[src/hw/v_isa_pkg.sv]
package v_isa_pkg;

    ////////////////////////////////////////////////////
    // instruction fields of the kept V subset
    ////////////////////////////////////////////////////

    typedef enum logic [6:0] {
        OP_V     = 7'b1010111,  // arithmetic and vsetvli
        STORE_FP = 7'b0100111   // vector stores reuse the fp store opcode
    } opcode_e;

    typedef enum logic [2:0] {
        OPIVV = 3'b000,         // vector-vector
        OPIVI = 3'b011,         // vector-immediate
        OPIVX = 3'b100,         // vector-scalar
        OPCFG = 3'b111          // vset{i}vl{i}
    } funct3_e;

    // funct6 of the integer ops we keep
    localparam logic [5:0] F6_VADD = 6'b000000;
    localparam logic [5:0] F6_VSUB = 6'b000010;  // no .vi form in the spec
    localparam logic [5:0] F6_VAND = 6'b001001;
    localparam logic [5:0] F6_VOR  = 6'b001010;
    localparam logic [5:0] F6_VXOR = 6'b001011;
    localparam logic [5:0] F6_VMV  = 6'b010111;  // vmv.v.x / vmv.v.i with vs2 = 0

    // width field of unit-stride stores
    localparam logic [2:0] ST_W8  = 3'b000;
    localparam logic [2:0] ST_W16 = 3'b101;
    localparam logic [2:0] ST_W32 = 3'b110;

    ////////////////////////////////////////////////////
    // decoded forms
    ////////////////////////////////////////////////////

    typedef enum logic [2:0] {
        VALU_ADD, VALU_SUB, VALU_AND, VALU_OR, VALU_XOR, VALU_MOVE
    } valu_op_e;

    typedef enum logic [1:0] {SRC_VREG, SRC_SCALAR, SRC_IMM} src_sel_e;

    typedef logic [4:0] vreg_addr_t;
    typedef logic [4:0] xreg_addr_t;
    typedef logic [4:0] imm5_t;

endpackage
[src/hw/v_regfile.sv]
`timescale 1ns/1ns

module v_regfile #(
    parameter int num_words = 4                     // 32-bit words per register
) (
    input  logic                         clk,
    input  v_isa_pkg::vreg_addr_t        rd_addr_a,
    input  v_isa_pkg::vreg_addr_t        rd_addr_b,
    input  logic                         wr_en,
    input  v_isa_pkg::vreg_addr_t        wr_addr,
    input  logic [num_words*32-1:0]      wr_data,
    output logic [num_words*32-1:0]      rd_data_a,
    output logic [num_words*32-1:0]      rd_data_b
);

    ////////////////////////////////////////////////////
    // storage
    ////////////////////////////////////////////////////

    // v0..v31, whole register per entry
    logic [num_words*32-1:0] regs [32];

    ////////////////////////////////////////////////////
    // ports
    ////////////////////////////////////////////////////

    // reads are combinational, same cycle as the address
    assign rd_data_a = regs[rd_addr_a];   // vs1 or store source
    assign rd_data_b = regs[rd_addr_b];   // vs2

    // single write port, whole register at once
    always_ff @(posedge clk) begin
        if (wr_en) begin
            regs[wr_addr] <= wr_data;
        end
    end

    // a read of the register being written returns the old value
    // the sequencer never reads and writes in the same cycle

endmodule

[config.mk]
export PLATFORM = sky130hd
export DESIGN_NAME = v_regfile
export DESIGN_NICKNAME = d
export VERILOG_FILES = /design/src/hw/v_isa_pkg.sv /design/src/hw/v_regfile.sv
export SDC_FILE = /design/constraint.sdc
export NUM_CORES = 2
export LEC_CHECK = 0
export BUFFER_PORTS_ARGS = -buffer_cell sky130_fd_sc_hd__buf_4
export CAP_MARGIN = 20
export CORE_ASPECT_RATIO = 1.4
export CORE_MARGIN = 2
export CORE_UTILIZATION = 25
export DETAILED_ROUTE_END_ITERATION = 8
export SYNTH_ARGS = -nofsm -noshare
export SYNTH_HDL_FRONTEND = slang
export SYNTH_SLANG_ARGS = --single-unit
[constraint.sdc]
create_clock -name clk -period 9.19 [get_ports clk]
set_input_delay 1.3785 -clock clk [delete_from_list [all_inputs] [get_ports clk]]
set_output_delay 1.3785 -clock clk [all_outputs]
set_load 0.01 [all_outputs]
==> results.ini <==
[finish]
instances_no_fill=18927
regMostFlops=regs
fin_nets=9029
syn2layout_area_growth_pct=15.4
reg_top3=regs x4096
largest_register_ffs=4096
final_area_mm2=0.210
drive_gt1_frac=0.367

[clock_network]
clock-sinks=4096
clockRootBuffer=clkbuf_16
cts_hold_buffers=0
path_clk_slew_ns=0.07
htreeDepth=5
cts_max_path_buffers=5
cts_setup_buffers=0
cts_buffers=403
ctsResizeCount=0
cts_tree=built

[setup_path]
worstPathCellList=buf_4, nand2b_1, or2_4, buf_4, buf_4, o22ai_1, nor4_1, buf_4
path_class=in2out
cp-start-kind=primary input
slowest_delay_ns=0.77
cp-endpoint=rd_data_a[108]
cp_max_fo=43
required_ns=7.81
arrival_ns=5.38
crit_path_frequent_cell=buf_4
slowest_stage=nor4_1
endpoint_kind=output port
crit_start=rd_addr_a[1]

[floorplanning]
die_height_um=1010
row_count=371
dieArea_mm2=0.736
ios=401
initial_core_util=0.251
core_area_mm2=0.728
die_x_um=726

[global_routing]
antenna_found_initial=104
grt_start_max_net_pins=134
grt_pass1_vias=105363
grt_overflow_total=0
grt_pass1_wl_um=879000
track_usage=0.170

[power]
p_int_mw=31.6
p_seq_frac=0.508
clkPwrFrac=0.407
p_comb_frac=0.085
switchingPower_mw=9.49
power.density_mw_per_mm2=195
swShare=0.231
leakagePower_nw=63.1
ir_worst_vdd_uv=164

[logic_synthesis]
syn_nets=8566
synth.cell_area_mm2=0.182
synth-seq-area-share=0.674
syn_inst=8421
synth_flop_cell=edfxtp_1
yosysWarnings=0
synth_seq_cells=4096
synth_edf_count=4096
avgSynthCellArea_um2=21.7
synthDistinctLibCells=31
ys_async_sr_fraction=0

[detailed_routing]
drt-initial-drc-count=13179
routed_wl_um=647000
highest_layer=met5
met2_length_um=317000
drt_first_pass_iters=5
drc=0
postRouteAntennaNets=0
via_count=102998
wl_met1_um=244000
vias_per_cell=5.44
wl_met3_um=54900
wl_per_cell_um=34.2

[placement]
place_congestion=0.786
placed_area_mm2=0.197
io_buffers=400
dp.cells=18177
post-dp-hpwl_um=361000

[timing]
slew-limit-headroom=0.175
rsz0062_at_grt=no
fmax_ghz=0.148
tns_ns=0
worstMarginPinSlew_ns=1.23
hold_ws_ns=0.744
fin_crit_ns=6.76
finalSetupViolations=0
fin_crit_sh=0.735
maxSlewViolCount=0
finalHoldViolCount=0

[status]
outcome=completed

[hold_path]
hold_path.class=in2reg

[job]
drv_cap=0

==> cell usage after synthesis (4+ instances only) <==
master	instances	area share
buf_1	28	0.00058
mux2i_1	192	0.011
buf_2	296	0.0081
buf_4	103	0.0042
nand4_1	24	0.00082
buf_6	117	0.0072
nor4_1	232	0.0080
nor2_1	39	0.00080
mux4_2	1952	0.24
o22ai_1	928	0.032
a21oi_1	16	0.00044
nor2b_1	7	0.00024
or3b_2	4	0.00019
nand3b_1	8	0.00033
nand3_1	52	0.0014
a22oi_1	128	0.0053
edfxtp_1	4096	0.67
nand2_1	22	0.00045
clkbuf_1	156	0.0032
==> cell families (layout without fill, tap and decap cells) <==
logic type,Yosys count,after routing,share of synthesized area
multiplexers,2144,2144,0.252
other,0,39,0
AO/OA/AOI/OAI,1072,1072,0.0375
flip-flops,4096,4096,0.674
buffers and inverters,701,1470,0.0235
AND/OR/NAND/NOR,408,408,0.0129
==> worst max-delay path, delay by kind of cell <==
family / cells / cell delay, ns
AO/OA/AOI/OAI: 1 / 0.14
buffers and inverters: 4 / 1.86
AND/OR/NAND/NOR: 3 / 1.92
==> stage by stage <==
step                setup WS, ns  power [mW]  utilization
detailed placement          2.54        24.8        0.271
global route                2.46        42.2        0.289
finish                      2.43        41.1        0.289
CTS                         2.53        41.4        0.289
floorplan                   1.21        23.2            -
global placement            2.63        24.8        0.271
==> routing by layer <==
layer  up-vias  track usage
met5         -            0
met3      1413       0.0321
met2      6095        0.285
met4        32       0.0754
met1     56519        0.213
li1      38939            -
==> worst min-delay path by stage <==
| stage | endpoint | depth (start not counted) | from | slack, ns |
|---|---|---|---|---|
| after floorplan | regs[0][0] | 0 | wr_data[0] | 1.48 |
| after global placement | regs[21][61] | 1 | wr_data[61] | 1.79 |
| after detailed placement | regs[20][61] | 1 | wr_data[61] | 1.79 |
| after CTS | regs[16][99] | 1 | wr_data[99] | 0.64 |
| after global routing | regs[16][99] | 1 | wr_data[99] | 0.70 |
| final | regs[16][99] | 1 | wr_data[99] | 0.74 |
==> layout make-up <==
type	instances	area [µm²]
fillers	71156	517000
flip-flops and latches	4096	123000
multi-input cells	3624	55700
well taps	9698	12100
clock buffers	466	10400
repair buffers	759	6580
clock inverters	245	2510
diodes	39	97.6
==> power groups by stage <==
stage,Sequential [mW],Clock [mW],Combinational [mW]
5_1_grt,20.9,17.6,3.64
6_report,20.9,16.7,3.47
4_1_cts,20.9,17.0,3.51
3_3_place_gp,21.3,0,3.48
2_1_floorplan,21.3,0,1.94
3_5_place_dp,21.3,0,3.51
==> cell usage in the layout (no fill, tap or decap), types with 50 or more instances in the layout <==
cell	n
edfxtp_1	4096
mux4_2	1952
o22ai_1	928
buf_4	680
clkbuf_16	406
nor4_1	198
mux2i_1	192
a22oi_1	128
clkinv_1	86
buf_12	68
clkinv_2	65
clkbuf_1	60
nand3_1	50
Note: power is estimated with default switching activity, not from simulation.
