`src/hw/v_arch_pkg.sv`:
```
package v_arch_pkg;

    ////////////////////////////////////////////////////
    // datapath widths
    ////////////////////////////////////////////////////

    localparam int WORD_BITS = 32;     // one lane, one scalar register
    localparam int DATAMEM_BITS = 16;  // data memory word address

    typedef logic [WORD_BITS-1:0] word_t;
    typedef logic [DATAMEM_BITS-1:0] mem_addr_t;

    ////////////////////////////////////////////////////
    // vtype element width
    ////////////////////////////////////////////////////

    // same codes as vtype.vsew
    typedef enum logic [2:0] {
        E8  = 3'b000,
        E16 = 3'b001,
        E32 = 3'b010
    } sew_e;

    // elements packed in one 32-bit lane word
    //   E8  -> 4
    //   E16 -> 2
    //   E32 -> 1
    // wider codes are rejected by the decoder

endpackage

```
`src/hw/v_isa_pkg.sv`:
```
package v_isa_pkg;

    ////////////////////////////////////////////////////
    // instruction fields of the kept V subset
    ////////////////////////////////////////////////////

    typedef enum logic [6:0] {
        OP_V     = 7'b1010111,  // arithmetic and vsetvli
        STORE_FP = 7'b0100111   // vector stores reuse the fp store opcode
    } opcode_e;

    typedef enum logic [2:0] {
        OPIVV = 3'b000,         // vector-vector
        OPIVI = 3'b011,         // vector-immediate
        OPIVX = 3'b100,         // vector-scalar
        OPCFG = 3'b111          // vset{i}vl{i}
    } funct3_e;

    // funct6 of the integer ops we keep
    localparam logic [5:0] F6_VADD = 6'b000000;
    localparam logic [5:0] F6_VSUB = 6'b000010;  // no .vi form in the spec
    localparam logic [5:0] F6_VAND = 6'b001001;
    localparam logic [5:0] F6_VOR  = 6'b001010;
    localparam logic [5:0] F6_VXOR = 6'b001011;
    localparam logic [5:0] F6_VMV  = 6'b010111;  // vmv.v.x / vmv.v.i with vs2 = 0

    // width field of unit-stride stores
    localparam logic [2:0] ST_W8  = 3'b000;
    localparam logic [2:0] ST_W16 = 3'b101;
    localparam logic [2:0] ST_W32 = 3'b110;

    ////////////////////////////////////////////////////
    // decoded forms
    ////////////////////////////////////////////////////

    typedef enum logic [2:0] {
        VALU_ADD, VALU_SUB, VALU_AND, VALU_OR, VALU_XOR, VALU_MOVE
    } valu_op_e;

    typedef enum logic [1:0] {SRC_VREG, SRC_SCALAR, SRC_IMM} src_sel_e;

    typedef logic [4:0] vreg_addr_t;
    typedef logic [4:0] xreg_addr_t;
    typedef logic [4:0] imm5_t;

endpackage
```
`src/hw/v_decoder.sv`:
```
`timescale 1ns/1ns

module v_decoder (
    input  v_arch_pkg::word_t     instr,
    output logic                  is_vconfig,
    output logic                  is_vstore,
    output logic                  is_valu,
    output v_isa_pkg::valu_op_e   alu_op,
    output v_isa_pkg::src_sel_e   src_a,
    output v_isa_pkg::vreg_addr_t vd,
    output v_isa_pkg::vreg_addr_t vs1,
    output v_isa_pkg::vreg_addr_t vs2,
    output v_isa_pkg::xreg_addr_t rs1,
    output v_isa_pkg::imm5_t      imm,
    output v_arch_pkg::sew_e      new_sew
);

    import v_isa_pkg::*;
    import v_arch_pkg::*;

    opcode_e    opcode;
    funct3_e    funct3;
    logic [5:0] funct6;
    logic       vm;         // 1 = unmasked, the only form we take

    assign opcode = opcode_e'(instr[6:0]);
    assign funct3 = funct3_e'(instr[14:12]);
    assign funct6 = instr[31:26];
    assign vm     = instr[25];

    always_comb begin
        is_vconfig = 1'b0;
        is_vstore  = 1'b0;
        is_valu    = 1'b0;
        alu_op     = VALU_MOVE;
        src_a      = SRC_VREG;
        vd         = instr[11:7];
        vs1        = instr[19:15];
        vs2        = instr[24:20];
        rs1        = instr[19:15];   // shares the vs1 / imm field
        imm        = instr[19:15];
        new_sew    = sew_e'(instr[25:23]);  // zimm[5:3]

        case (opcode)
            OP_V: begin
                if (funct3 == OPCFG) begin
                    // vsetvli only, and only 8/16/32 bit elements
                    is_vconfig = !instr[31] && (instr[25:23] inside {E8, E16, E32});
                end else if (vm && (funct3 inside {OPIVV, OPIVX, OPIVI})) begin
                    case (funct3)
                        OPIVX:   src_a = SRC_SCALAR;
                        OPIVI:   src_a = SRC_IMM;
                        default: src_a = SRC_VREG;
                    endcase
                    case (funct6)
                        F6_VADD: begin is_valu = 1'b1; alu_op = VALU_ADD; end
                        F6_VSUB: begin is_valu = (funct3 != OPIVI); alu_op = VALU_SUB; end
                        F6_VAND: begin is_valu = 1'b1; alu_op = VALU_AND; end
                        F6_VOR:  begin is_valu = 1'b1; alu_op = VALU_OR; end
                        F6_VXOR: begin is_valu = 1'b1; alu_op = VALU_XOR; end
                        F6_VMV: begin
                            // splat forms only, vs2 must be zero
                            is_valu = (funct3 != OPIVV) && (instr[24:20] == 5'd0);
                            alu_op  = VALU_MOVE;
                        end
                        default: is_valu = 1'b0;
                    endcase
                end
            end
            STORE_FP: begin
                // nf=0 mew=0 mop=00 vm=1 sumop=0, i.e. plain unit stride
                if ((instr[31:25] == 7'b0000001) && (instr[24:20] == 5'd0) &&
                    (instr[14:12] inside {ST_W8, ST_W16, ST_W32})) begin
                    is_vstore = 1'b1;
                    vs1       = instr[11:7];   // vs3 sits in the vd field
                    src_a     = SRC_VREG;
                    alu_op    = VALU_MOVE;     // lanes pass the register through
                end
            end
            default: ;                         // unsupported, retires as a no-op
        endcase
    end

endmodule

```
`config.mk`:
```
export PLATFORM = sky130hd
export DESIGN_NAME = v_decoder
export DESIGN_NICKNAME = d
export VERILOG_FILES = /design/src/hw/v_arch_pkg.sv /design/src/hw/v_isa_pkg.sv /design/src/hw/v_decoder.sv
export SDC_FILE = /design/constraint.sdc
export NUM_CORES = 1
export LEC_CHECK = 0
export BUFFER_PORTS_ARGS = -buffer_cell sky130_fd_sc_hd__buf_2
export CAP_MARGIN = 30
export CORE_UTILIZATION = 33
export DETAILED_ROUTE_END_ITERATION = 8
export PLACE_DENSITY_LB_ADDON = 0.08
export SLEW_MARGIN = 5
export SYNTH_ARGS = -nofsm -noshare
export SYNTH_HDL_FRONTEND = slang
export SYNTH_SLANG_ARGS = --single-unit
```
`constraint.sdc`:
```
create_clock -name vclk -period 1.8
set_input_delay 0.09 -clock vclk [all_inputs]
set_output_delay 0.09 -clock vclk [all_outputs]
set_load 0.01 [all_outputs]
```
==> run_results.csv <==
group,metric,value,unit
place,place_congestion,0.758,
place,place_ws,-0.0183,ns
finish,drive_gt1_share,69.6,%
pwr,power.total,0.135,mW
setup_path,criticalPathCategory,"input pin to output pin",
finish,fill_cells,145,
setup_path,max_stage_delay,0.33,ns
finish,multi_input_area,344,µm²
place,dpl.hpwl,1200,µm
die,die_x,41.7,µm
pwr,p_int,0.0645,mW
global_routing,grt_max_degree,7,
detailed_routing,drt-initial-drc-count,16,
logic_synthesis,yosysWarnings,0,
pwr,cellLeakagePower,0.386,nW
global_routing,globalRouteOverflowTotal,0,
timing,setup_tns,0,ns
min_path,min_path_cells,2,
detailed_routing,routed_wl,1350,µm
setup_path,path_cells,"buf_2 > nor4_4 > nand4_2 > nor4b_4 > buf_4 > mux2_2 > buf_2",
pwr,switching_share,52.1,%
global_routing,grt_pass1_wl,1950,µm
pwr,pwr-share-comb,100.0,%
die,ios,68,
setup_path,cp.arrival,1.63,ns
finish,clock_buffers,0,
logic_synthesis,synthTopCellsByArea,"buf_4, mux2_2, nand4b_1",
logic_synthesis,post_synth_num_cell_types,25,
finish,register_area,0,µm²
die,row_count,13,
setup_path,cp_max_fo,5,
logic_synthesis,yosys.area.top_type_share,33.2,%
die,initial_utilization,37.6,%
logic_synthesis,ys_seq_area_share,0,%
detailed_routing,ant_nets,0,
timing,post-route-period-util,95.4,%
global_routing,antenna_found_initial,0,
logic_synthesis,syn_inst,69,
timing,max_freq,582,MHz
place,placed_area,707,µm²
detailed_routing,vias_per_cell,5.15,
die,design.die.area,1740,µm²
finish,nFlopsAndLatches,0,
timing,worst_pin_slew,0.346,ns
timing,whs,0.376,ns
global_routing,gr-usage-all-layers,13.2,%
setup_path,required,1.71,ns
pwr,power_frac_seq,0,%
job,drv_cap,0,
finish,syn_to_final_growth,37.3,%
setup_path,start_kind,"input pin",
outcome,status,"finished clean",
setup_path,critPathTopFamily,"simple AND/OR/NAND/NOR gates",
die,core_region_area,1380,µm²
global_routing,grt_pass1_vias,496,
detailed_routing,first_pass_iters,4,
detailed_routing,vias,670,
setup_path,critical-path-slowest-cell,"mux2_2",
detailed_routing,drc,0,
pwr,p_switching,0.0701,mW
logic_synthesis,synth_top_area_cell,"buf_4",
pwr,pwr-share-clk,0,%
pwr,vdd_drop_max,0.0000921,V
logic_synthesis,syn_area,520,µm²
min_path,holdCritPathClass,"input pin to output pin",
clock_network,cts_hold_buf,0,
timing,final.setup.worst_slack,0.0822,ns
logic_synthesis,syn_avg_cell_area,7.54,µm²
place,port_buffers,68,
setup_path,cpMostUsedCell,"buf_2",
logic_synthesis,synth_nets,101,
setup_path,critPathBufInv,3,
logic_synthesis,synth.most_common_cell,"buf_4",
pwr,p_per_area,188,nW/µm²
finish,antenna_cells,0,
timing,drv_slew,0,
die,die_y,41.7,µm
finish,design_area,714,µm²
finish,nNetsFinal,149,
timing,max_slew_margin,76.8,%
timing,rsz0062_at_grt,"no",
setup_path,cp_num_cells,7,
timing,final-setup-viol-count,0,
timing,hold_viol_final,0,
detailed_routing,wl_per_cell,10.4,µm
setup_path,end_kind,"output pin",
timing,fin_crit,1.72,ns
logic_synthesis,yosys-top-cells-count,"buf_4, mux2_2, nor2_1",
cell families (layout without fill, tap and decap cells):
group,Yosys count,count (layout),share of synthesized area (%)
mux,6,6,13.0
simple gates,31,31,42.3
xor+xnor,2,2,3.37
buf+inv,24,70,33.9
compound gates,6,6,7.45
metal layers:
metal	vias to the layer above	part of all wire, %	wire [µm]	GRT usage (%)
li1	323	-	-	-
met1	302	39	523	15.6
met2	45	50	677	26.3
met3	0	11	151	1.74
met4	0	0	0	0
met5	-	0	0	0
power by group through the flow:
| stage | sequential [mW] | clock, mW | combinational [mW] |
|---|---|---|---|
| 6_report | 0 | 0 | 0.135 |
| 5_1_grt | 0 | 0 | 0.147 |
| 3_5_place_dp | 0 | 0 | 0.135 |
| 3_3_place_gp | 0 | 0 | 0.133 |
| 4_1_cts | 0 | 0 | 0.135 |
| 2_1_floorplan | 0 | 0 | 0.0870 |
path summary, 6_finish.rpt:
kind / end / startpoint
hold / removal: vd[2] / instr[9]
setup / recovery: vs1[2] / instr[29]
layout make-up:
class,count,share of cell area [%]
inverter,1,0.525
multi-input combinational,45,48.2
tap,15,2.63
timing repair buffer,69,48.7
metrics by stage:
stage	utilization (%)	cells
6_report	51.7	130
5_1_grt	51.7	130
4_1_cts	51.1	129
3_5_place_dp	51.1	129
3_3_place_gp	51.1	129
2_1_floorplan	-	69
cell usage in the layout, fill, tap and decap left out:
cell and n:
nor4b_4 1, nor4_4 1, a211oi_1 1, buf_4 1, a2111oi_0 1, nand2_1 5, nand4b_1 3, nand4_1 1
nand4_2 1, nor4b_1 1, mux2_2 6, nor3b_1 2, o211ai_1 1, nor3_1 4, and4b_1 1, inv_1 1
nand3_1 1, xor2_1 2, and3_2 1, nand3b_1 1, nor2_1 6, a21oi_1 2, and3b_1 1, or2_2 1
o21ai_0 1, buf_2 68
repair_timing:
item | CTS | global route
pin swaps | 1 | 2
gates resized for setup | 0 | 0
endpoints found under the setup margin | 5 | 5
setup buffers | 0 | 1
No activity file was read; power rests on OpenSTA's default activity.
