[src/hw/v_arch_pkg.sv]
package v_arch_pkg;

    ////////////////////////////////////////////////////
    // datapath widths
    ////////////////////////////////////////////////////

    localparam int WORD_BITS = 32;     // one lane, one scalar register
    localparam int DATAMEM_BITS = 16;  // data memory word address

    typedef logic [WORD_BITS-1:0] word_t;
    typedef logic [DATAMEM_BITS-1:0] mem_addr_t;

    ////////////////////////////////////////////////////
    // vtype element width
    ////////////////////////////////////////////////////

    // same codes as vtype.vsew
    typedef enum logic [2:0] {
        E8  = 3'b000,
        E16 = 3'b001,
        E32 = 3'b010
    } sew_e;

    // elements packed in one 32-bit lane word
    //   E8  -> 4
    //   E16 -> 2
    //   E32 -> 1
    // wider codes are rejected by the decoder

endpackage

[src/hw/v_isa_pkg.sv]
package v_isa_pkg;

    ////////////////////////////////////////////////////
    // instruction fields of the kept V subset
    ////////////////////////////////////////////////////

    typedef enum logic [6:0] {
        OP_V     = 7'b1010111,  // arithmetic and vsetvli
        STORE_FP = 7'b0100111   // vector stores reuse the fp store opcode
    } opcode_e;

    typedef enum logic [2:0] {
        OPIVV = 3'b000,         // vector-vector
        OPIVI = 3'b011,         // vector-immediate
        OPIVX = 3'b100,         // vector-scalar
        OPCFG = 3'b111          // vset{i}vl{i}
    } funct3_e;

    // funct6 of the integer ops we keep
    localparam logic [5:0] F6_VADD = 6'b000000;
    localparam logic [5:0] F6_VSUB = 6'b000010;  // no .vi form in the spec
    localparam logic [5:0] F6_VAND = 6'b001001;
    localparam logic [5:0] F6_VOR  = 6'b001010;
    localparam logic [5:0] F6_VXOR = 6'b001011;
    localparam logic [5:0] F6_VMV  = 6'b010111;  // vmv.v.x / vmv.v.i with vs2 = 0

    // width field of unit-stride stores
    localparam logic [2:0] ST_W8  = 3'b000;
    localparam logic [2:0] ST_W16 = 3'b101;
    localparam logic [2:0] ST_W32 = 3'b110;

    ////////////////////////////////////////////////////
    // decoded forms
    ////////////////////////////////////////////////////

    typedef enum logic [2:0] {
        VALU_ADD, VALU_SUB, VALU_AND, VALU_OR, VALU_XOR, VALU_MOVE
    } valu_op_e;

    typedef enum logic [1:0] {SRC_VREG, SRC_SCALAR, SRC_IMM} src_sel_e;

    typedef logic [4:0] vreg_addr_t;
    typedef logic [4:0] xreg_addr_t;
    typedef logic [4:0] imm5_t;

endpackage
[src/hw/v_sequencer.sv]
`timescale 1ns/1ns

module v_sequencer #(
    parameter int num_words = 4
) (
    input  logic                    clk,
    input  logic                    reset,
    // host side
    input  v_arch_pkg::word_t       instr,
    input  logic                    instr_req,
    output logic                    instr_ack,
    input  v_arch_pkg::word_t       xreg_out1,
    output v_isa_pkg::xreg_addr_t   v_rd_xreg_addr1,
    // decoder
    output v_arch_pkg::word_t       latched_instr,
    input  logic                    is_vconfig,
    input  logic                    is_vstore,
    input  logic                    is_valu,
    input  v_isa_pkg::valu_op_e     alu_op,
    input  v_isa_pkg::src_sel_e     src_a,
    input  v_isa_pkg::vreg_addr_t   vd,
    input  v_isa_pkg::vreg_addr_t   vs1,
    input  v_isa_pkg::vreg_addr_t   vs2,
    input  v_isa_pkg::xreg_addr_t   rs1,
    input  v_isa_pkg::imm5_t        imm,
    input  v_arch_pkg::sew_e        new_sew,
    // register file
    output v_isa_pkg::vreg_addr_t   rd_addr_a,
    output v_isa_pkg::vreg_addr_t   rd_addr_b,
    input  logic [num_words*32-1:0] rd_data_a,
    input  logic [num_words*32-1:0] rd_data_b,
    output logic                    wr_en,
    output v_isa_pkg::vreg_addr_t   wr_addr,
    output logic [num_words*32-1:0] wr_data,
    // lanes
    output v_isa_pkg::valu_op_e     lane_op,
    output v_arch_pkg::sew_e        sew,        // vtype.vsew
    output logic [num_words*32-1:0] lane_a,
    output logic [num_words*32-1:0] lane_b,
    input  logic [num_words*32-1:0] lane_result,
    // data memory store port
    output logic                    dm_v_write,
    output v_arch_pkg::mem_addr_t   data_addr,
    output logic [num_words*32-1:0] v_store_data
);

    import v_isa_pkg::*;
    import v_arch_pkg::*;

    typedef enum logic [2:0] {IDLE, DECODE, EXEC, WRITE, HOLD_ACK} state_e;

    state_e                  state;
    logic [num_words*32-1:0] result_q;      // lane outputs captured in EXEC
    word_t                   a_word;        // broadcast scalar or immediate

    // replicate the low SEW bits across one lane word
    function automatic word_t splat(word_t value, sew_e width);
        case (width)
            E8:      return {4{value[7:0]}};
            E16:     return {2{value[15:0]}};
            default: return value;
        endcase
    endfunction

    ////////////////////////////////////////////////////
    // handshake FSM and vtype
    ////////////////////////////////////////////////////

    always_ff @(posedge clk) begin
        if (reset) begin
            state <= IDLE;
            sew   <= E32;
        end else begin
            case (state)
                IDLE:     if (instr_req) state <= DECODE;
                DECODE:   state <= EXEC;      // decoder settles on latched_instr
                EXEC:     state <= WRITE;
                WRITE: begin
                    state <= HOLD_ACK;
                    if (is_vconfig) begin
                        sew <= new_sew;
                    end
                end
                HOLD_ACK: if (!instr_req) state <= IDLE;
                default:  state <= IDLE;
            endcase
        end
    end

    // instruction latch, result and store address
    always_ff @(posedge clk) begin
        if (state == IDLE && instr_req) begin
            latched_instr <= instr;
        end
        if (state == EXEC) begin
            result_q  <= lane_result;
            data_addr <= xreg_out1[DATAMEM_BITS-1:0];  // store base from rs1
        end
    end

    ////////////////////////////////////////////////////
    // operand selection
    ////////////////////////////////////////////////////

    assign v_rd_xreg_addr1 = rs1;
    assign rd_addr_a       = vs1;     // vs3 for a store
    assign rd_addr_b       = vs2;

    always_comb begin
        case (src_a)
            SRC_SCALAR: a_word = splat(xreg_out1, sew);       // truncated to SEW
            SRC_IMM:    a_word = splat(word_t'(imm), sew);    // zero-extended
            default:    a_word = '0;
        endcase
    end

    assign lane_a  = (src_a == SRC_VREG) ? rd_data_a : {num_words{a_word}};
    assign lane_b  = rd_data_b;
    assign lane_op = alu_op;

    ////////////////////////////////////////////////////
    // commit
    ////////////////////////////////////////////////////

    assign wr_en        = (state == WRITE) && is_valu;
    assign wr_addr      = vd;
    assign wr_data      = result_q;
    assign dm_v_write   = (state == WRITE) && is_vstore;   // one cycle only
    assign v_store_data = result_q;                        // word i to data_addr + i
    assign instr_ack    = (state == HOLD_ACK);

endmodule

[config.mk]
export PLATFORM = sky130hd
export DESIGN_NAME = v_sequencer
export DESIGN_NICKNAME = d
export VERILOG_FILES = /design/src/hw/v_arch_pkg.sv /design/src/hw/v_isa_pkg.sv /design/src/hw/v_sequencer.sv
export SDC_FILE = /design/constraint.sdc
export NUM_CORES = 1
export LEC_CHECK = 0
export ABC_AREA = 0
export BUFFER_PORTS_ARGS = -buffer_cell sky130_fd_sc_hd__buf_4
export CORE_AREA = 2 2 415 417
export DETAILED_ROUTE_END_ITERATION = 6
export DIE_AREA = 0 0 417 419
export PLACE_DENSITY = 0.3
export SYNTH_ARGS = -nofsm -noshare
export SYNTH_HDL_FRONTEND = slang
export SYNTH_SLANG_ARGS = --single-unit
export TNS_END_PERCENT = 5
[constraint.sdc]
create_clock -name clk -period 15.4 [get_ports clk]
set_input_delay 3.08 -clock clk [delete_from_list [all_inputs] [get_ports clk]]
set_output_delay 3.08 -clock clk [all_outputs]
set_load 0.01 [all_outputs]
==> results of run 1 <==
## routing by layer
layer	track usage (%)	share of wire, %	routed length [µm]
met1	7.37	35	23300
met2	12.1	50	33500
met3	4.65	13	8850
met4	1.92	2.0	1360
met5	1.14	0.49	329
## cells in the final DEF (no fill, tap or decap), drive strengths merged, types with 2 or more instances in the layout
cell type and count:
nor4b 3, ha 3, or2 2, a22oi 5, clkbuf 17, inv 11
nor2b 2, o31a 3, o21bai 8, nand4 5, edfxtp 176, or3b 3
a21oi 5, diode 2, nor3 3, mux2 8, or3 6, nand2 117
o21ai 11, o22ai 5, nor2 12, and2 3, o211ai 8, buf 784
nand3 46, dfxtp 6, mux2i 2, clkinv 5, a21o 52
## power groups by stage
stage	Sequential, mW	Clock, mW	Combinational, mW
6_report	0.616	0.448	0.318
5_1_grt	0.619	0.490	0.341
4_1_cts	0.617	0.477	0.328
3_5_place_dp	0.627	0	0.327
3_3_place_gp	0.628	0	0.329
2_1_floorplan	0.646	0	0.145
## flip-flops by register name, summed over array words and instances (netlist names)
signal / count
data_addr: 16
latched_instr: 32
sew: 3
state: 3
v_store_data: 128
## through the flow
stage / util, % / hold WS, ns / worst slack (ns)
floorplan: - / 0.503 / 3.65
global placement: 9.36 / 0.556 / 6.35
detailed placement: 9.36 / 0.558 / 6.35
CTS: 9.69 / 0.568 / 6.36
global route: 9.69 / 0.582 / 6.28
finish: 9.69 / 0.564 / 6.49
## worst max-delay path: stages
cell and delay (ns):
buf_4 0.12, inv_1 0.11, ha_4 0.49, buf_4 0.47
buf_4 0.56, nor2b_1 0.25, nand4_1 0.23, nand3_1 0.21
buf_4 0.21
## area by class of cell
class / instances / area, µm² / share of cell area, %
timing repair buffer: 784 / 5890 / 35.6
clock buffer: 17 / 425 / 2.57
tap: 2233 / 2790 / 16.9
antenna: 2 / 5.00 / 0.0303
multi-input combinational: 320 / 1870 / 11.3
clock inverter: 15 / 134 / 0.810
inverter: 2 / 7.51 / 0.0454
sequential: 182 / 5410 / 32.7
## kinds of logic (layout without fill, tap and decap cells)
kind of cell	count (synthesis)	after routing	share of synthesized area [%]
buffers and inverters	312	818	23.6
flip-flops	182	182	56.9
AND/OR/NAND/NOR	209	209	10.6
other	0	2	0
multiplexers	10	10	1.16
XOR/XNOR	1	1	0.0923
AO/OA/AOI/OAI	97	97	7.29
adder cells (fa/ha/maj)	3	3	0.395
## worst max path at each step
| stage | cells after the start | slack [ns] | start | to |
|---|---|---|---|---|
| 2_1_floorplan | 2 | 3.65 | state[2] | data_addr[0] |
| 3_3_place_gp | 7 | 6.35 | src_a[1] | lane_a[47] |
| 3_5_place_dp | 7 | 6.35 | src_a[1] | lane_a[77] |
| 4_1_cts | 7 | 6.36 | src_a[1] | lane_a[77] |
| 5_1_grt | 9 | 6.28 | src_a[0] | lane_a[120] |
| 6_report | 9 | 6.49 | src_a[0] | lane_a[26] |
==> impl_metrics.ini, run 1 <==
[placed_design]
port_buffers = 773
placed_cell_area_um2 = 16000
gp_congestion = 0.752
hpwlAfterDp_mm = 58.4
dp_cells = 3521

[clock_tree]
cts_hold_buffers = 0
ctsResizeCount = 0
clockBufferDepth = 2
clock_sinks = 182
cts_tree = done
clk-insertion-delay-late_ns = 0.50
clkTransAtPathRegs_ns = 0.08
numCtsBuffers = 17
h-tree-depth = 4
postCtsSetupRepairBufs = 0
root_buffer = clkbuf_16

[drt]
wl_mm = 67.3
wire_per_inst_um = 18.9
first_iter_violations = 428
vias_per_cell = 2.28
drcViolationCount = 0
postRouteAntennaNets = 0
dr.pass1.iters = 5
num_vias = 8111

[synth]
ys_ff_latch = 182
yosysTopAreaCell = edfxtp_1
synthCells = 814
yosys-top-cells-count = buf_4, edfxtp_1, nand2_1
synth_edf_count = 176
yosysWarnings = 0
syn_avg_cell_area_um2 = 11.7
synth-main-ff-cell = edfxtp_1
synth_most_common_cell = buf_4
yosys.cell_types.count = 41
syn-cell-area_um2 = 9500
synth_top_area_share_pct = 55.7
synth_nets = 1304
synth_area_leaders = edfxtp_1, buf_4, nand2_1
ys_async_sr_fraction_pct = 0
ys_seq_area_share_pct = 56.9

[final_layout]
area_delta_synth_final_pct = 74.1
design_area_um2 = 16500
num-nets-final = 1797
fill_cells = 19700
final_cells = 3555
final_layout_size_suffix_gt1_share_pct = 64.0

[global_routing]
antenna_found_initial = 19
grt_start_max_net_pins = 58
grt-ovfl-total = 0
grt_usage_pct = 7.24
grt_pass1_vias = 7614
grt_pass1_wl_mm = 81.7

[sta]
setup-tns-final_ns = 0
fin_crit_sh_pct = 57.8
slew_viol_final = 0
max_slew_margin_pct = 28.1
fmax_mhz = 112
skew_ns = 0.0115
final_hold_viol_count = 0
setup_viol = 0
period_minus_slack_ns = 8.91
rsz0062_at_grt = no
tightest_slew_ns = 1.08

[floorplan]
die_x_um = 417
start_util_pct = 5.57
pin_count = 1076
num_rows = 152
core-area_um2 = 171000
die_h_um = 419
dieArea_um2 = 175000

[hold_path]
hold_depth = 2
hold_path_class = reg2reg
hold_end = state[0]
hp-start = state[1]

[pwr]
seq_power_share_pct = 44.5
p_total_mw = 1.38
p_clk_share_pct = 32.4
switching_share_pct = 30.1
leakagePower_nw = 7.12
power_frac_comb_pct = 23.0
power.internal_mw = 0.965
powerDensity_nw_per_um2 = 83.6
max-vdd-ir-drop_uv = 58.7
power.switching_mw = 0.417

[setup_path]
critPathArrivalTime_ns = 5.83
reg2reg_depth = 3
cp.required_ns = 12.32
start_kind = primary input
end_kind = output port
crit_type = in2out
r2r-start = state[1]
path_max_fanout = 56
reg2reg_to = v_store_data[9]
r2r_slack_ns = 13.17

[job]
cap_violations = 0

[outcome]
status = finished clean
Power figures use the tool's default switching activity.
==> run 2: changes to the inputs <==
==> constraint.sdc (replaced) <==
create_clock -name clk -period 8.4 [get_ports clk]
set_input_delay 1.68 -clock clk [delete_from_list [all_inputs] [get_ports clk]]
set_output_delay 1.68 -clock clk [all_outputs]
set_load 0.01 [all_outputs]
==> run 2 against run 1 <==
Flip-flop and latch count did not move; final cell count rose by 0.20%; non-clock buffer count rose by 4.
==> impl_metrics.ini, run 2 (synthesis gave the netlist of run 1 again) <==
[clock_tree]
ctsResizeCount = 0
cts_tree = done
clk-insertion-delay-late_ns = 0.50
clkTransAtPathRegs_ns = 0.09
clockBufferDepth = 2
clock_sinks = 182
postCtsSetupRepairBufs = 0
cts_hold_buffers = 0
numCtsBuffers = 17
h-tree-depth = 4
root_buffer = clkbuf_16

[floorplan]
core-area_um2 = 171000
die_x_um = 417
die_h_um = 419
pin_count = 1076
num_rows = 152
dieArea_um2 = 175000
start_util_pct = 5.57

[pwr]
leakagePower_nw = 7.15
max-vdd-ir-drop_uv = 154
p_total_mw = 2.58
powerDensity_nw_per_um2 = 155

[placed_design]
hpwlAfterDp_mm = 58.6
gp_congestion = 0.751
dp_cells = 3525
port_buffers = 773

[sta]
max_slew_margin_pct = 38.3
final_hold_viol_count = 0
rsz0062_at_grt = no
skew_ns = 0.0201
setup-tns-final_ns = 0
period_minus_slack_ns = 5.67
slew_viol_final = 0
setup_viol = 0
tightest_slew_ns = 0.923
fmax_mhz = 176
fin_crit_sh_pct = 67.5

[drt]
vias_per_cell = 2.27
postRouteAntennaNets = 0
num_vias = 8081
drcViolationCount = 0
wl_mm = 67.4
dr.pass1.iters = 5
wire_per_inst_um = 18.9
first_iter_violations = 568

[global_routing]
grt_pass1_vias = 7875
antenna_found_initial = 9
grt_usage_pct = 7.24
grt-ovfl-total = 0
grt_start_max_net_pins = 62
grt_pass1_wl_mm = 81.8

[final_layout]
layout_common_cells = buf_4, edfxtp_1, nand2_1, a21o_1, nand3_1
final_layout_size_suffix_gt1_share_pct = 64.2
layout_commonest_cell = buf_4
num-nets-final = 1801
area_delta_synth_final_pct = 75.1
final_cells = 3562
largest_register_ffs = 128

[setup_path]
path_max_fanout = 47
crit_family = simple AND/OR/NAND/NOR gates
slowest_delay_ns = 0.50
crit_type = in2out
slowest_stage = nand4_1
cp.required_ns = 6.72
end_kind = output port
crit_top_cell = buf_4
critPathArrivalTime_ns = 3.99
start_kind = primary input
crit_chain = buf_4 > inv_1 > ha_4 > buf_4 > nor2b_1 > nand4_1 > nand3_1 > buf_4
critical_path_buf_inv_count = 4

[hold_path]
hold_path_class = reg2reg

[outcome]
status = finished clean

[job]
cap_violations = 0
## run 2: changes by cell type in the layout (fill, tap and decap cells not counted)
cell	previous run	this run
clkinv_1	1	0
clkinv_8	1	3
bufinv_16	0	1
inv_6	6	2
buf_4	784	788
nor3b_4	0	1
clkinv_4	0	3
diode_2	2	5
clkinv_2	3	1
nor3b_2	1	0
inv_8	2	3
## run 2: layout make-up
class	count	area [µm²]
flip-flops and latches	182	5410
fillers	19700	154000
clock inverters	15	185
clock buffers	17	425
diodes	5	12.5
inverters	2	7.51
well taps	2233	2790
multi-input cells	320	1880
repair buffers	788	5920
## run 2: final timing paths
path / from / cells after the start / end / slack (ns)
min reg2reg: state[1] / 2 / state[0] / 0.59
max reg2reg: state[1] / 3 / v_store_data[103] / 6.01
max: src_a[0] / 8 / lane_a[58] / 2.73
min: state[1] / 2 / state[0] / 0.59
## run 2: stage by stage
stage               hold slack, ns  setup WS [ns]  instance area (µm²)  utilization, %
finish                       0.589           2.73                16600            9.75
global route                 0.624           2.61                16600            9.74
CTS                          0.587           2.59                16600            9.74
detailed placement           0.575           2.60                16000            9.38
global placement             0.571           2.57                16000            9.38
floorplan                    0.520           1.81                 9500               -
## run 2: report_power, final
| part | switching [mW] | internal [mW] |
|---|---|---|
| clock network | 0.438 | 0.428 |
| registers | 0.0461 | 1.08 |
| logic | 0.288 | 0.297 |
| total | 0.772 | 1.81 |
## run 2: layer usage
layer  up-vias  GRT usage [%]  routed length (µm)
met3       108           5.04                9450
met5         -           1.86                 495
met1      3785           7.46               23900
met2       623           11.4               31800
met4        16           2.37                1810
li1       3549              -                   -
## run 2: tightest hold or removal path, stage by stage (launching register included)
cell and delay (ns):
dfxtp_1 0.38, nor2_1 0.13, nor4_1 0.05
