[src/hw/v_arch_pkg.sv]
package v_arch_pkg;

    ////////////////////////////////////////////////////
    // datapath widths
    ////////////////////////////////////////////////////

    localparam int WORD_BITS = 32;     // one lane, one scalar register
    localparam int DATAMEM_BITS = 16;  // data memory word address

    typedef logic [WORD_BITS-1:0] word_t;
    typedef logic [DATAMEM_BITS-1:0] mem_addr_t;

    ////////////////////////////////////////////////////
    // vtype element width
    ////////////////////////////////////////////////////

    // same codes as vtype.vsew
    typedef enum logic [2:0] {
        E8  = 3'b000,
        E16 = 3'b001,
        E32 = 3'b010
    } sew_e;

    // elements packed in one 32-bit lane word
    //   E8  -> 4
    //   E16 -> 2
    //   E32 -> 1
    // wider codes are rejected by the decoder

endpackage

[src/hw/v_isa_pkg.sv]
package v_isa_pkg;

    ////////////////////////////////////////////////////
    // instruction fields of the kept V subset
    ////////////////////////////////////////////////////

    typedef enum logic [6:0] {
        OP_V     = 7'b1010111,  // arithmetic and vsetvli
        STORE_FP = 7'b0100111   // vector stores reuse the fp store opcode
    } opcode_e;

    typedef enum logic [2:0] {
        OPIVV = 3'b000,         // vector-vector
        OPIVI = 3'b011,         // vector-immediate
        OPIVX = 3'b100,         // vector-scalar
        OPCFG = 3'b111          // vset{i}vl{i}
    } funct3_e;

    // funct6 of the integer ops we keep
    localparam logic [5:0] F6_VADD = 6'b000000;
    localparam logic [5:0] F6_VSUB = 6'b000010;  // no .vi form in the spec
    localparam logic [5:0] F6_VAND = 6'b001001;
    localparam logic [5:0] F6_VOR  = 6'b001010;
    localparam logic [5:0] F6_VXOR = 6'b001011;
    localparam logic [5:0] F6_VMV  = 6'b010111;  // vmv.v.x / vmv.v.i with vs2 = 0

    // width field of unit-stride stores
    localparam logic [2:0] ST_W8  = 3'b000;
    localparam logic [2:0] ST_W16 = 3'b101;
    localparam logic [2:0] ST_W32 = 3'b110;

    ////////////////////////////////////////////////////
    // decoded forms
    ////////////////////////////////////////////////////

    typedef enum logic [2:0] {
        VALU_ADD, VALU_SUB, VALU_AND, VALU_OR, VALU_XOR, VALU_MOVE
    } valu_op_e;

    typedef enum logic [1:0] {SRC_VREG, SRC_SCALAR, SRC_IMM} src_sel_e;

    typedef logic [4:0] vreg_addr_t;
    typedef logic [4:0] xreg_addr_t;
    typedef logic [4:0] imm5_t;

endpackage
[src/hw/v_lane_alu.sv]
`timescale 1ns/1ns

module v_lane_alu (
    input  v_isa_pkg::valu_op_e op,
    input  v_arch_pkg::sew_e    sew,
    input  v_arch_pkg::word_t   op_a,     // vs1, scalar or immediate
    input  v_arch_pkg::word_t   op_b,     // vs2
    output v_arch_pkg::word_t   result
);

    import v_isa_pkg::*;
    import v_arch_pkg::*;

    logic [3:0] elem_start;     // byte i begins a new element
    word_t      a_in;
    word_t      sum;

    always_comb begin
        case (sew)
            E8:      elem_start = 4'b1111;
            E16:     elem_start = 4'b0101;
            default: elem_start = 4'b0001;
        endcase
    end

    // vsub is vs2 minus operand a, so a gets inverted
    assign a_in = (op == VALU_SUB) ? ~op_a : op_a;

    ////////////////////////////////////////////////////
    // byte-sliced adder
    ////////////////////////////////////////////////////

    always_comb begin : addsub
        logic       carry;
        logic [8:0] part;
        carry = 1'b0;
        for (int i = 0; i < 4; i++) begin
            if (elem_start[i]) begin
                carry = (op == VALU_SUB);  // +1 of the two's complement
            end
            part = {1'b0, op_b[8*i +: 8]} + {1'b0, a_in[8*i +: 8]} + {8'd0, carry};
            sum[8*i +: 8] = part[7:0];
            carry = part[8];               // dropped at the next element start
        end
    end

    always_comb begin
        case (op)
            VALU_ADD,
            VALU_SUB:  result = sum;
            VALU_AND:  result = op_a & op_b;
            VALU_OR:   result = op_a | op_b;
            VALU_XOR:  result = op_a ^ op_b;
            VALU_MOVE: result = op_a;      // splat and store path
            default:   result = '0;
        endcase
    end

endmodule

[config.mk]
export PLATFORM = sky130hd
export DESIGN_NAME = v_lane_alu
export DESIGN_NICKNAME = d
export VERILOG_FILES = /design/src/hw/v_arch_pkg.sv /design/src/hw/v_isa_pkg.sv /design/src/hw/v_lane_alu.sv
export SDC_FILE = /design/constraint.sdc
export NUM_CORES = 1
export LEC_CHECK = 0
export BUFFER_PORTS_ARGS = -buffer_cell sky130_fd_sc_hd__buf_2
export CAP_MARGIN = 20
export CORE_AREA = 8 8 97 108
export DETAILED_ROUTE_END_ITERATION = 6
export DIE_AREA = 0 0 105 116
export PLACE_DENSITY = 0.65
export SKIP_LAST_GASP = 1
export SYNTH_ARGS = -nofsm -noshare
export SYNTH_HDL_FRONTEND = slang
export SYNTH_SLANG_ARGS = --single-unit
[constraint.sdc]
create_clock -name vclk -period 9.9
set_input_delay 0.99 -clock vclk [all_inputs]
set_output_delay 0.99 -clock vclk [all_outputs]
set_load 0.05 [all_outputs]
==> results of run 1 <==
## synth_stat cells (all sizes together) (9+ instances only)
cell,instances,share of area (%)
a211oi,15,3.1
a21oi,37,4.9
a221oi,9,2.1
buf,11,1.9
clkbuf,14,1.4
ha,91,30
inv,70,7.0
mux2i,14,3.7
nand2,20,2.0
nor2,49,4.9
nor3,14,1.9
o21ai,23,3.0
o22ai,21,3.5
xnor2,38,8.8
xor2,9,2.1
## routing by layer
layer	wire [um]	part of all wire, %
met4	86	0.73
met2	5790	49
met3	771	6.6
met5	10	0.085
met1	5040	43
## tightest hold or removal path: stages
cell	delay, ns
buf_2	0.11
a32oi_1	0.08
o21ai_0	0.08
buf_2	0.27
## through the flow
step | instances | hold slack [ns] | worst slack, ns
final | 721 | 2.52 | 0.597
after global routing | 721 | 2.55 | 0.0539
after CTS | 718 | 2.51 | 0.201
after detailed placement | 718 | 2.51 | 0.239
after global placement | 718 | 2.49 | 0.351
after floorplan | 518 | 2.38 | 0.339
## final cells by class
| cell class | count | area, um^2 |
|---|---|---|
| Inverter | 70 | 263 |
| Timing Repair Buffer | 114 | 613 |
| Fill cell | 928 | 4220 |
| Tap cell | 114 | 143 |
| Multi-Input combinational cell | 423 | 3410 |
## power by group
group | switching (mW) | total (mW) | internal [mW]
clock | 0 | 0 | 0
sequential | 0 | 0 | 0
combinational | 0.206 | 0.324 | 0.119
## kinds of logic after synthesis
kind of cell	synth area share, %
compound gates	27.3
simple gates	12.9
fa+ha+maj	33.9
buf+inv	10.2
xor+xnor	10.9
mux	4.90
## repair_timing
action,4_1_cts,5_1_grt
setup buffers,0,2
hold buffers,0,0
endpoints found under the setup margin,0,5
resized for setup,0,4
## how the worst max path moves through the flow
stage                from    endpoint  slack (ns)  cells past startpoint
floorplan           op[1]  result[26]        0.34                     33
global placement    op[1]  result[30]        0.35                     33
detailed placement  op[1]  result[30]        0.24                     33
CTS                 op[1]  result[30]        0.20                     33
global route        op[2]  result[30]        0.05                     34
finish              op[1]  result[30]        0.60                     34
==> flow_summary_export.csv, run 1 <==
group,metric,value,unit
floorplanning,die_h,116,um
power_and_ir_drop,power.density,73.3,nW/um^2
critical_path,startpoint_type,"input pin",
floorplanning,die_w,105,um
timing,rsz0062_at_grt,"no",
critical_path,worstPathArrival,8.31,ns
detailed_routing,viasPerCell,5.59,
power_and_ir_drop,total_power,324,uW
floorplanning,core_area,8650,um^2
layout,register_area,0,um^2
timing,final_hold_viol_count,0,
global_routing,grt_usage,18.5,%
synth,yosysWarningCount,0,
detailed_routing,num_vias,4027,
global_routing,grt_busiest_layer,"met2",
global_routing,grt_use_met1,22.2,%
worst_hold_path,min_from,"op_a[26]",
detailed_routing,ant_nets,0,
floorplanning,dieArea,12200,um^2
critical_path,cp.required,8.91,ns
synth,syn_inst,518,
timing,worst_pin_slew,1.04,ns
global_routing,met2_usage,34.9,%
global_routing,grt_pass1_vias,4141,
worst_hold_path,min_to,"result[26]",
timing,period_minus_slack,9.30,ns
timing,slew_headroom,30.4,%
timing,tns,0,ns
floorplanning,fp-row-count,36,
timing,setup_viol,0,
global_routing,grt_max_degree,38,
detailed_routing,routed_wl,11700,um
place,routabilityCongestion,0.869,
place,placed_area,4380,um^2
layout,clkbuf_count,0,
timing,fin_crit_sh,94.0,%
layout,drive_above_1_share,21.1,%
worst_hold_path,hp-class,"input pin to primary output",
global_routing,grt_overflow,0,
job,drv_cap,0,
layout,final_cell_mix,"buf_2, ha_1, inv_1, nor2_1, xnor2_1",
critical_path,path_buf_inv,4,
power_and_ir_drop,p_leak,2.29,nW
layout,insertedDiodeCount,0,
synth,synth_cell_type_count,54,
critical_path,worst_path_dominant_cell_family,"compound AO/OA/AOI/OAI gates",
layout,area_growth,17.2,%
place,dp_hpwl,9110,um
synth,synth_seq_area_share,0,%
synth,syn_nets,686,
critical_path,cp_max_fo,6,
detailed_routing,drt_drc_violations_left,0,
place,portBuffers,102,
floorplanning,io_pins,102,
critical_path,end_kind,"primary output",
layout,seq_cell_count,0,
synth,syn_area_per_cell,7.29,um^2
layout,nNetsFinal,777,
global_routing,met3_usage,2.73,%
critical_path,cp_slowest_cell,"fa_1",
layout,final_area,4430,um^2
run_status,status,"finished clean",
layout,fin_util,51.2,%
timing,maxSlewViolCount,0,
worst_hold_path,whs_path_depth,4,
detailed_routing,first_iter_violations,196,
synth,syn-cell-area,3780,um^2
floorplanning,start_util,43.7,%
detailed_routing,wl_per_cell,16.2,um
global_routing,antenna_found_initial,1,
global_routing,grt_pass1_wl,19300,um
power_and_ir_drop,vdd_drop_max,0.0381,mV
detailed_routing,first_pass_iters,4,
layout,final_common_cell,"buf_2",
critical_path,critPathMaxStageDelay,0.47,ns
timing,fmax,107,MHz
critical_path,crit_type,"input pin to primary output",
No activity file was read; power rests on OpenSTA's default activity.
==> inputs of run 2 (changes only) <==
BUFFER_PORTS_ARGS = -buffer_cell sky130_fd_sc_hd__buf_4   (was -buffer_cell sky130_fd_sc_hd__buf_2)
==> run 2 against run 1 <==
Compared with the run above: combinational power grew 6.2%; first-iteration DRC count grew 5.6%; total power grew 6.1%; largest cell class unchanged; hold slack lost 0.085 ns; highest routed layer is now met4; non-clock buffer count grew 1; critical path type unchanged; count of clock-buffer cells in the layout is the same; final area grew 5.7%.
==> flow_summary_export.csv, run 2 (synthesized netlist as in run 1, its figures left out) <==
group,metric,value,unit
layout,seq_cell_count,0,
critical_path,path_common_cell,"fa_1",
layout,final_area,4680,um^2
timing,rsz0062_at_grt,"no",
critical_path,worstPathArrival,8.38,ns
global_routing,grt_usage,18.5,%
global_routing,grt_overflow,0,
layout,nNetsFinal,778,
detailed_routing,ant_nets,0,
critical_path,startpoint_type,"input pin",
power_and_ir_drop,switching_power,207,uW
floorplanning,fp-row-count,36,
detailed_routing,viasPerCell,5.58,
timing,final_hold_viol_count,0,
power_and_ir_drop,vdd_drop_max,0.0364,mV
detailed_routing,routed_wl,11800,um
global_routing,grt_pass1_vias,4066,
power_and_ir_drop,p_leak,2.38,nW
job,drv_cap,0,
power_and_ir_drop,intPower,137,uW
floorplanning,die_h,116,um
critical_path,worst_path_dominant_cell_family,"adder cells",
floorplanning,dieArea,12200,um^2
critical_path,crit_type,"input pin to primary output",
detailed_routing,first_iter_violations,207,
global_routing,grt_max_degree,40,
detailed_routing,num_vias,4029,
clocking,hold_buffers,0,
power_and_ir_drop,p_comb_share,100.0,%
layout,area_growth,23.8,%
critical_path,end_kind,"primary output",
detailed_routing,first_pass_iters,5,
timing,tns,0,ns
timing,setup_viol,0,
timing,slew_headroom,24.9,%
timing,period_minus_slack,9.37,ns
worst_hold_path,hp-class,"input pin to primary output",
floorplanning,io_pins,102,
detailed_routing,wl_per_cell,16.4,um
timing,maxSlewViolCount,0,
critical_path,cp.required,8.91,ns
power_and_ir_drop,power.density,73.6,nW/um^2
global_routing,grt_pass1_wl,19300,um
layout,multiInputGateArea,3410,um^2
timing,hold-worst-slack,2.44,ns
place,placed_area,4640,um^2
run_status,status,"finished clean",
layout,final_cell_mix,"buf_4, ha_1, inv_1, nor2_1, xnor2_1",
layout,drive_above_1_share,21.4,%
critical_path,path_buf_inv,3,
layout,final_common_cell,"buf_4",
floorplanning,start_util,43.7,%
floorplanning,core_area,8650,um^2
global_routing,antenna_found_initial,0,
power_and_ir_drop,seqPwrFrac,0,%
timing,fin_crit_sh,94.7,%
layout,register_area,0,um^2
floorplanning,die_w,105,um
layout,nFillCells,867,
critical_path,cp_max_fo,5,
critical_path,cp_slowest_cell,"fa_1",
place,portBuffers,102,
detailed_routing,drt_drc_violations_left,0,
place,dp_hpwl,9260,um
layout,clkbuf_count,0,
timing,worst_pin_slew,1.12,ns
power_and_ir_drop,sw_frac_of_total,60.2,%
timing,fmax,107,MHz
power_and_ir_drop,clockPowerShare,0,%
critical_path,critPathMaxStageDelay,0.46,ns
place,routabilityCongestion,0.840,
layout,insertedDiodeCount,0,
run 2: changes by cell type in the layout (fill, tap and decap cells not counted), sizes merged:
| cell | previous run | this run |
|---|---|---|
| buf | 114 | 115 |
run 2: final cells by class:
| class | instances | area share (%) |
|---|---|---|
| inverter | 70 | 5.62 |
| multi-input combinational | 423 | 72.9 |
| tap | 114 | 3.05 |
| timing repair buffer | 115 | 18.4 |
run 2: path summary, 6_finish.rpt:
check	slack, ns	cells past startpoint	end	start
max	0.53	33	result[30]	op[1]
min	2.44	4	result[26]	op_a[26]
run 2: metrics by stage:
stage               setup WS [ns]  total power [mW]  cells  util, %
finish                      0.527             0.344    722     54.1
global route               0.0102             0.377    722     54.1
CTS                         0.202             0.343    718     53.6
detailed placement          0.236             0.341    718     53.6
global placement            0.396             0.335    717     53.5
floorplan                   0.339             0.241    518        -
run 2: repair_timing:
| item | CTS | global route |
|---|---|---|
| resized for setup | 0 | 4 |
| buffers inserted | 0 | 4 |
| endpoints found under the setup margin | 0 | 5 |
run 2: power by group through the flow:
stage | clock network, mW | registers [mW] | logic (mW)
floorplan | 0 | 0 | 0.241
global placement | 0 | 0 | 0.335
detailed placement | 0 | 0 | 0.341
CTS | 0 | 0 | 0.343
global route | 0 | 0 | 0.377
finish | 0 | 0 | 0.344
run 2: metal layers:
layer / global-route usage, % / wire [um] / share of wire, % / vias to the layer above
met1: 22.2 / 5300 / 45 / 1889
li1: - / - / - / 2015
met5: 0 / 0 / 0 / -
met2: 34.3 / 5750 / 49 / 106
met3: 2.06 / 561 / 4.7 / 19
met4: 4.48 / 228 / 1.9 / 0
==> inputs of run 3 (changes only) <==
ABC_AREA = 1   (was unset)
CORE_AREA = 8 8 95 105   (was 8 8 97 108)
DIE_AREA = 0 0 103 113   (was 0 0 105 116)
PLACE_DENSITY = 0.66   (was 0.65)
==> run 3 against run 2 <==
Compared with the run above: total power decreased by 11%; hold slack lost 0.060 ns; setup slack gained 0.80 ns; critical endpoint unchanged; largest power group unchanged.
==> flow_summary_export.csv, run 3 <==
group,metric,value,unit
run_status,status,"finished clean",
synth,synth_seq_area_share,0,%
critical_path,critPathMaxStageDelay,0.47,ns
timing,tns,0,ns
global_routing,grt_usage,17.2,%
job,drv_cap,0,
place,routabilityCongestion,0.852,
power_and_ir_drop,p_leak,2.56,nW
synth,synth_cell_type_count,34,
timing,period_minus_slack,8.57,ns
layout,seq_cell_count,0,
critical_path,cp.required,8.91,ns
detailed_routing,routed_wl,10300,um
timing,slew_headroom,57.6,%
timing,maxSlewViolCount,0,
detailed_routing,first_pass_iters,4,
timing,rsz0062_at_grt,"no",
detailed_routing,met1_length,4630,um
synth,syn_area_per_cell,6.41,um^2
timing,setup_viol,0,
floorplanning,dieArea,11600,um^2
floorplanning,die_h,113,um
power_and_ir_drop,power.density,68.4,nW/um^2
detailed_routing,drt_drc_violations_left,0,
worst_hold_path,min_to,"result[21]",
synth,yosysWarningCount,0,
critical_path,worstPathArrival,7.58,ns
critical_path,cp-startpoint,"op[1]",
layout,stdcell_count,764,
critical_path,cp_max_fo,19,
synth,syn_nets,732,
detailed_routing,ant_nets,0,
worst_hold_path,whs_path_depth,4,
critical_path,startpoint_type,"input pin",
place,dp_hpwl,8140,um
layout,final_common_cell,"nand2_1",
place,pre_cts_slack,1.31,ns
floorplanning,start_util,43.9,%
synth,yosysTopAreaCellShare,31.5,%
global_routing,grt_max_degree,33,
critical_path,worst_path_dominant_cell_family,"adder cells",
timing,worst_pin_slew,0.635,ns
detailed_routing,route.top_layer_used,"met4",
power_and_ir_drop,vdd_drop_max,0.0398,mV
timing,fin_crit_sh,86.6,%
detailed_routing,num_vias,3888,
detailed_routing,met2_wirelength,5030,um
synth,syn_inst,564,
floorplanning,fp-row-count,35,
clocking,hold_buffers,0,
timing,setup_ws,1.33,ns
critical_path,cp_slowest_cell,"fa_1",
clocking,post-cts-setup-buffer-count,0,
clocking,ctsResizeCount,0,
layout,register_area,0,um^2
critical_path,path_common_cell,"nand2_1",
global_routing,grt_overflow,0,
layout,drive_above_1_share,17.6,%
layout,nNetsFinal,823,
global_routing,grt_pass1_wl,17100,um
synth,yosys.area.top_type,"ha_1",
synth,ys_top_cells_by_count,"nand2_1, inv_1, ha_1, a21oi_1, nor2_1",
layout,final_cell_mix,"nand2_1, buf_4, inv_1, ha_1, a21oi_1",
worst_hold_path,hp-class,"input pin to primary output",
synth,syn-cell-area,3610,um^2
critical_path,path_buf_inv,8,
floorplanning,io_pins,102,
floorplanning,die_w,103,um
layout,clkbuf_count,0,
place,portBuffers,102,
detailed_routing,viasPerCell,5.09,
detailed_routing,first_iter_violations,136,
floorplanning,core_area,8230,um^2
critical_path,end_kind,"primary output",
timing,final_hold_viol_count,0,
layout,nFillCells,855,
timing,hold-worst-slack,2.38,ns
synth,yosysMostFrequentCell,"nand2_1",
detailed_routing,wl_per_cell,13.5,um
layout,area_growth,23.1,%
global_routing,antenna_found_initial,0,
worst_hold_path,min_from,"op_a[21]",
critical_path,crit_type,"input pin to primary output",
synth,synthTopCellsByArea,"ha_1, nand2_1, inv_1",
detailed_routing,met3_length,636,um
layout,insertedDiodeCount,0,
place,dp_cells,764,
timing,fmax,117,MHz
global_routing,grt_pass1_vias,3850,
## run 3: changes by cell type in the layout (fill, tap and decap cells not counted), sizes merged, moves of 13 or more
| cell | delta |
|---|---|
| mux2i | -14 |
| xnor2 | -34 |
| o22ai | -20 |
| o21ai | +15 |
| nand2 | +98 |
| o2111ai | +13 |
| xor2 | +22 |
| inv | +37 |
| nor2 | -15 |
| nand3 | +23 |
## run 3: power by group
group	leakage (nW)	internal (mW)	switching, mW
sequential	0	0	0
combinational	2.56	0.110	0.195
clock	0	0	0
## run 3: cell families (layout without fill, tap and decap cells)
group / after synthesis / after routing / synth area share, %
simple gates: 189 / 189 / 22.1
buf+inv: 124 / 213 / 13.8
compound gates: 118 / 118 / 20.2
fa+ha+maj: 98 / 98 / 35.4
xor+xnor: 35 / 35 / 8.48
## run 3: cell type report
type	instances	area, um^2	share of cell area, %
Tap cell	111	139	3.12
Inverter	107	402	9.02
Multi-Input combinational cell	440	3110	70.0
Timing Repair Buffer	106	796	17.9
## run 3: per-layer routing
metal / up-vias / GRT usage [%]
met1: 1776 / 21.9
met2: 80 / 31.2
met3: 2 / 1.41
met5: - / 0
li1: 2030 / -
met4: 0 / 1.35
## run 3: worst max-delay path by stage
stage	to	depth (start not counted)
final	result[30]	45
after global routing	result[30]	45
after CTS	result[28]	45
after detailed placement	result[28]	45
after global placement	result[28]	45
after floorplan	result[25]	39
## run 3: stage by stage
step	power [mW]	utilization, %	cell area (um^2)
finish	0.304	54.1	4450
floorplan	0.212	-	3610
detailed placement	0.305	54.1	4450
global placement	0.301	54.1	4450
CTS	0.307	54.1	4450
global route	0.337	54.1	4450
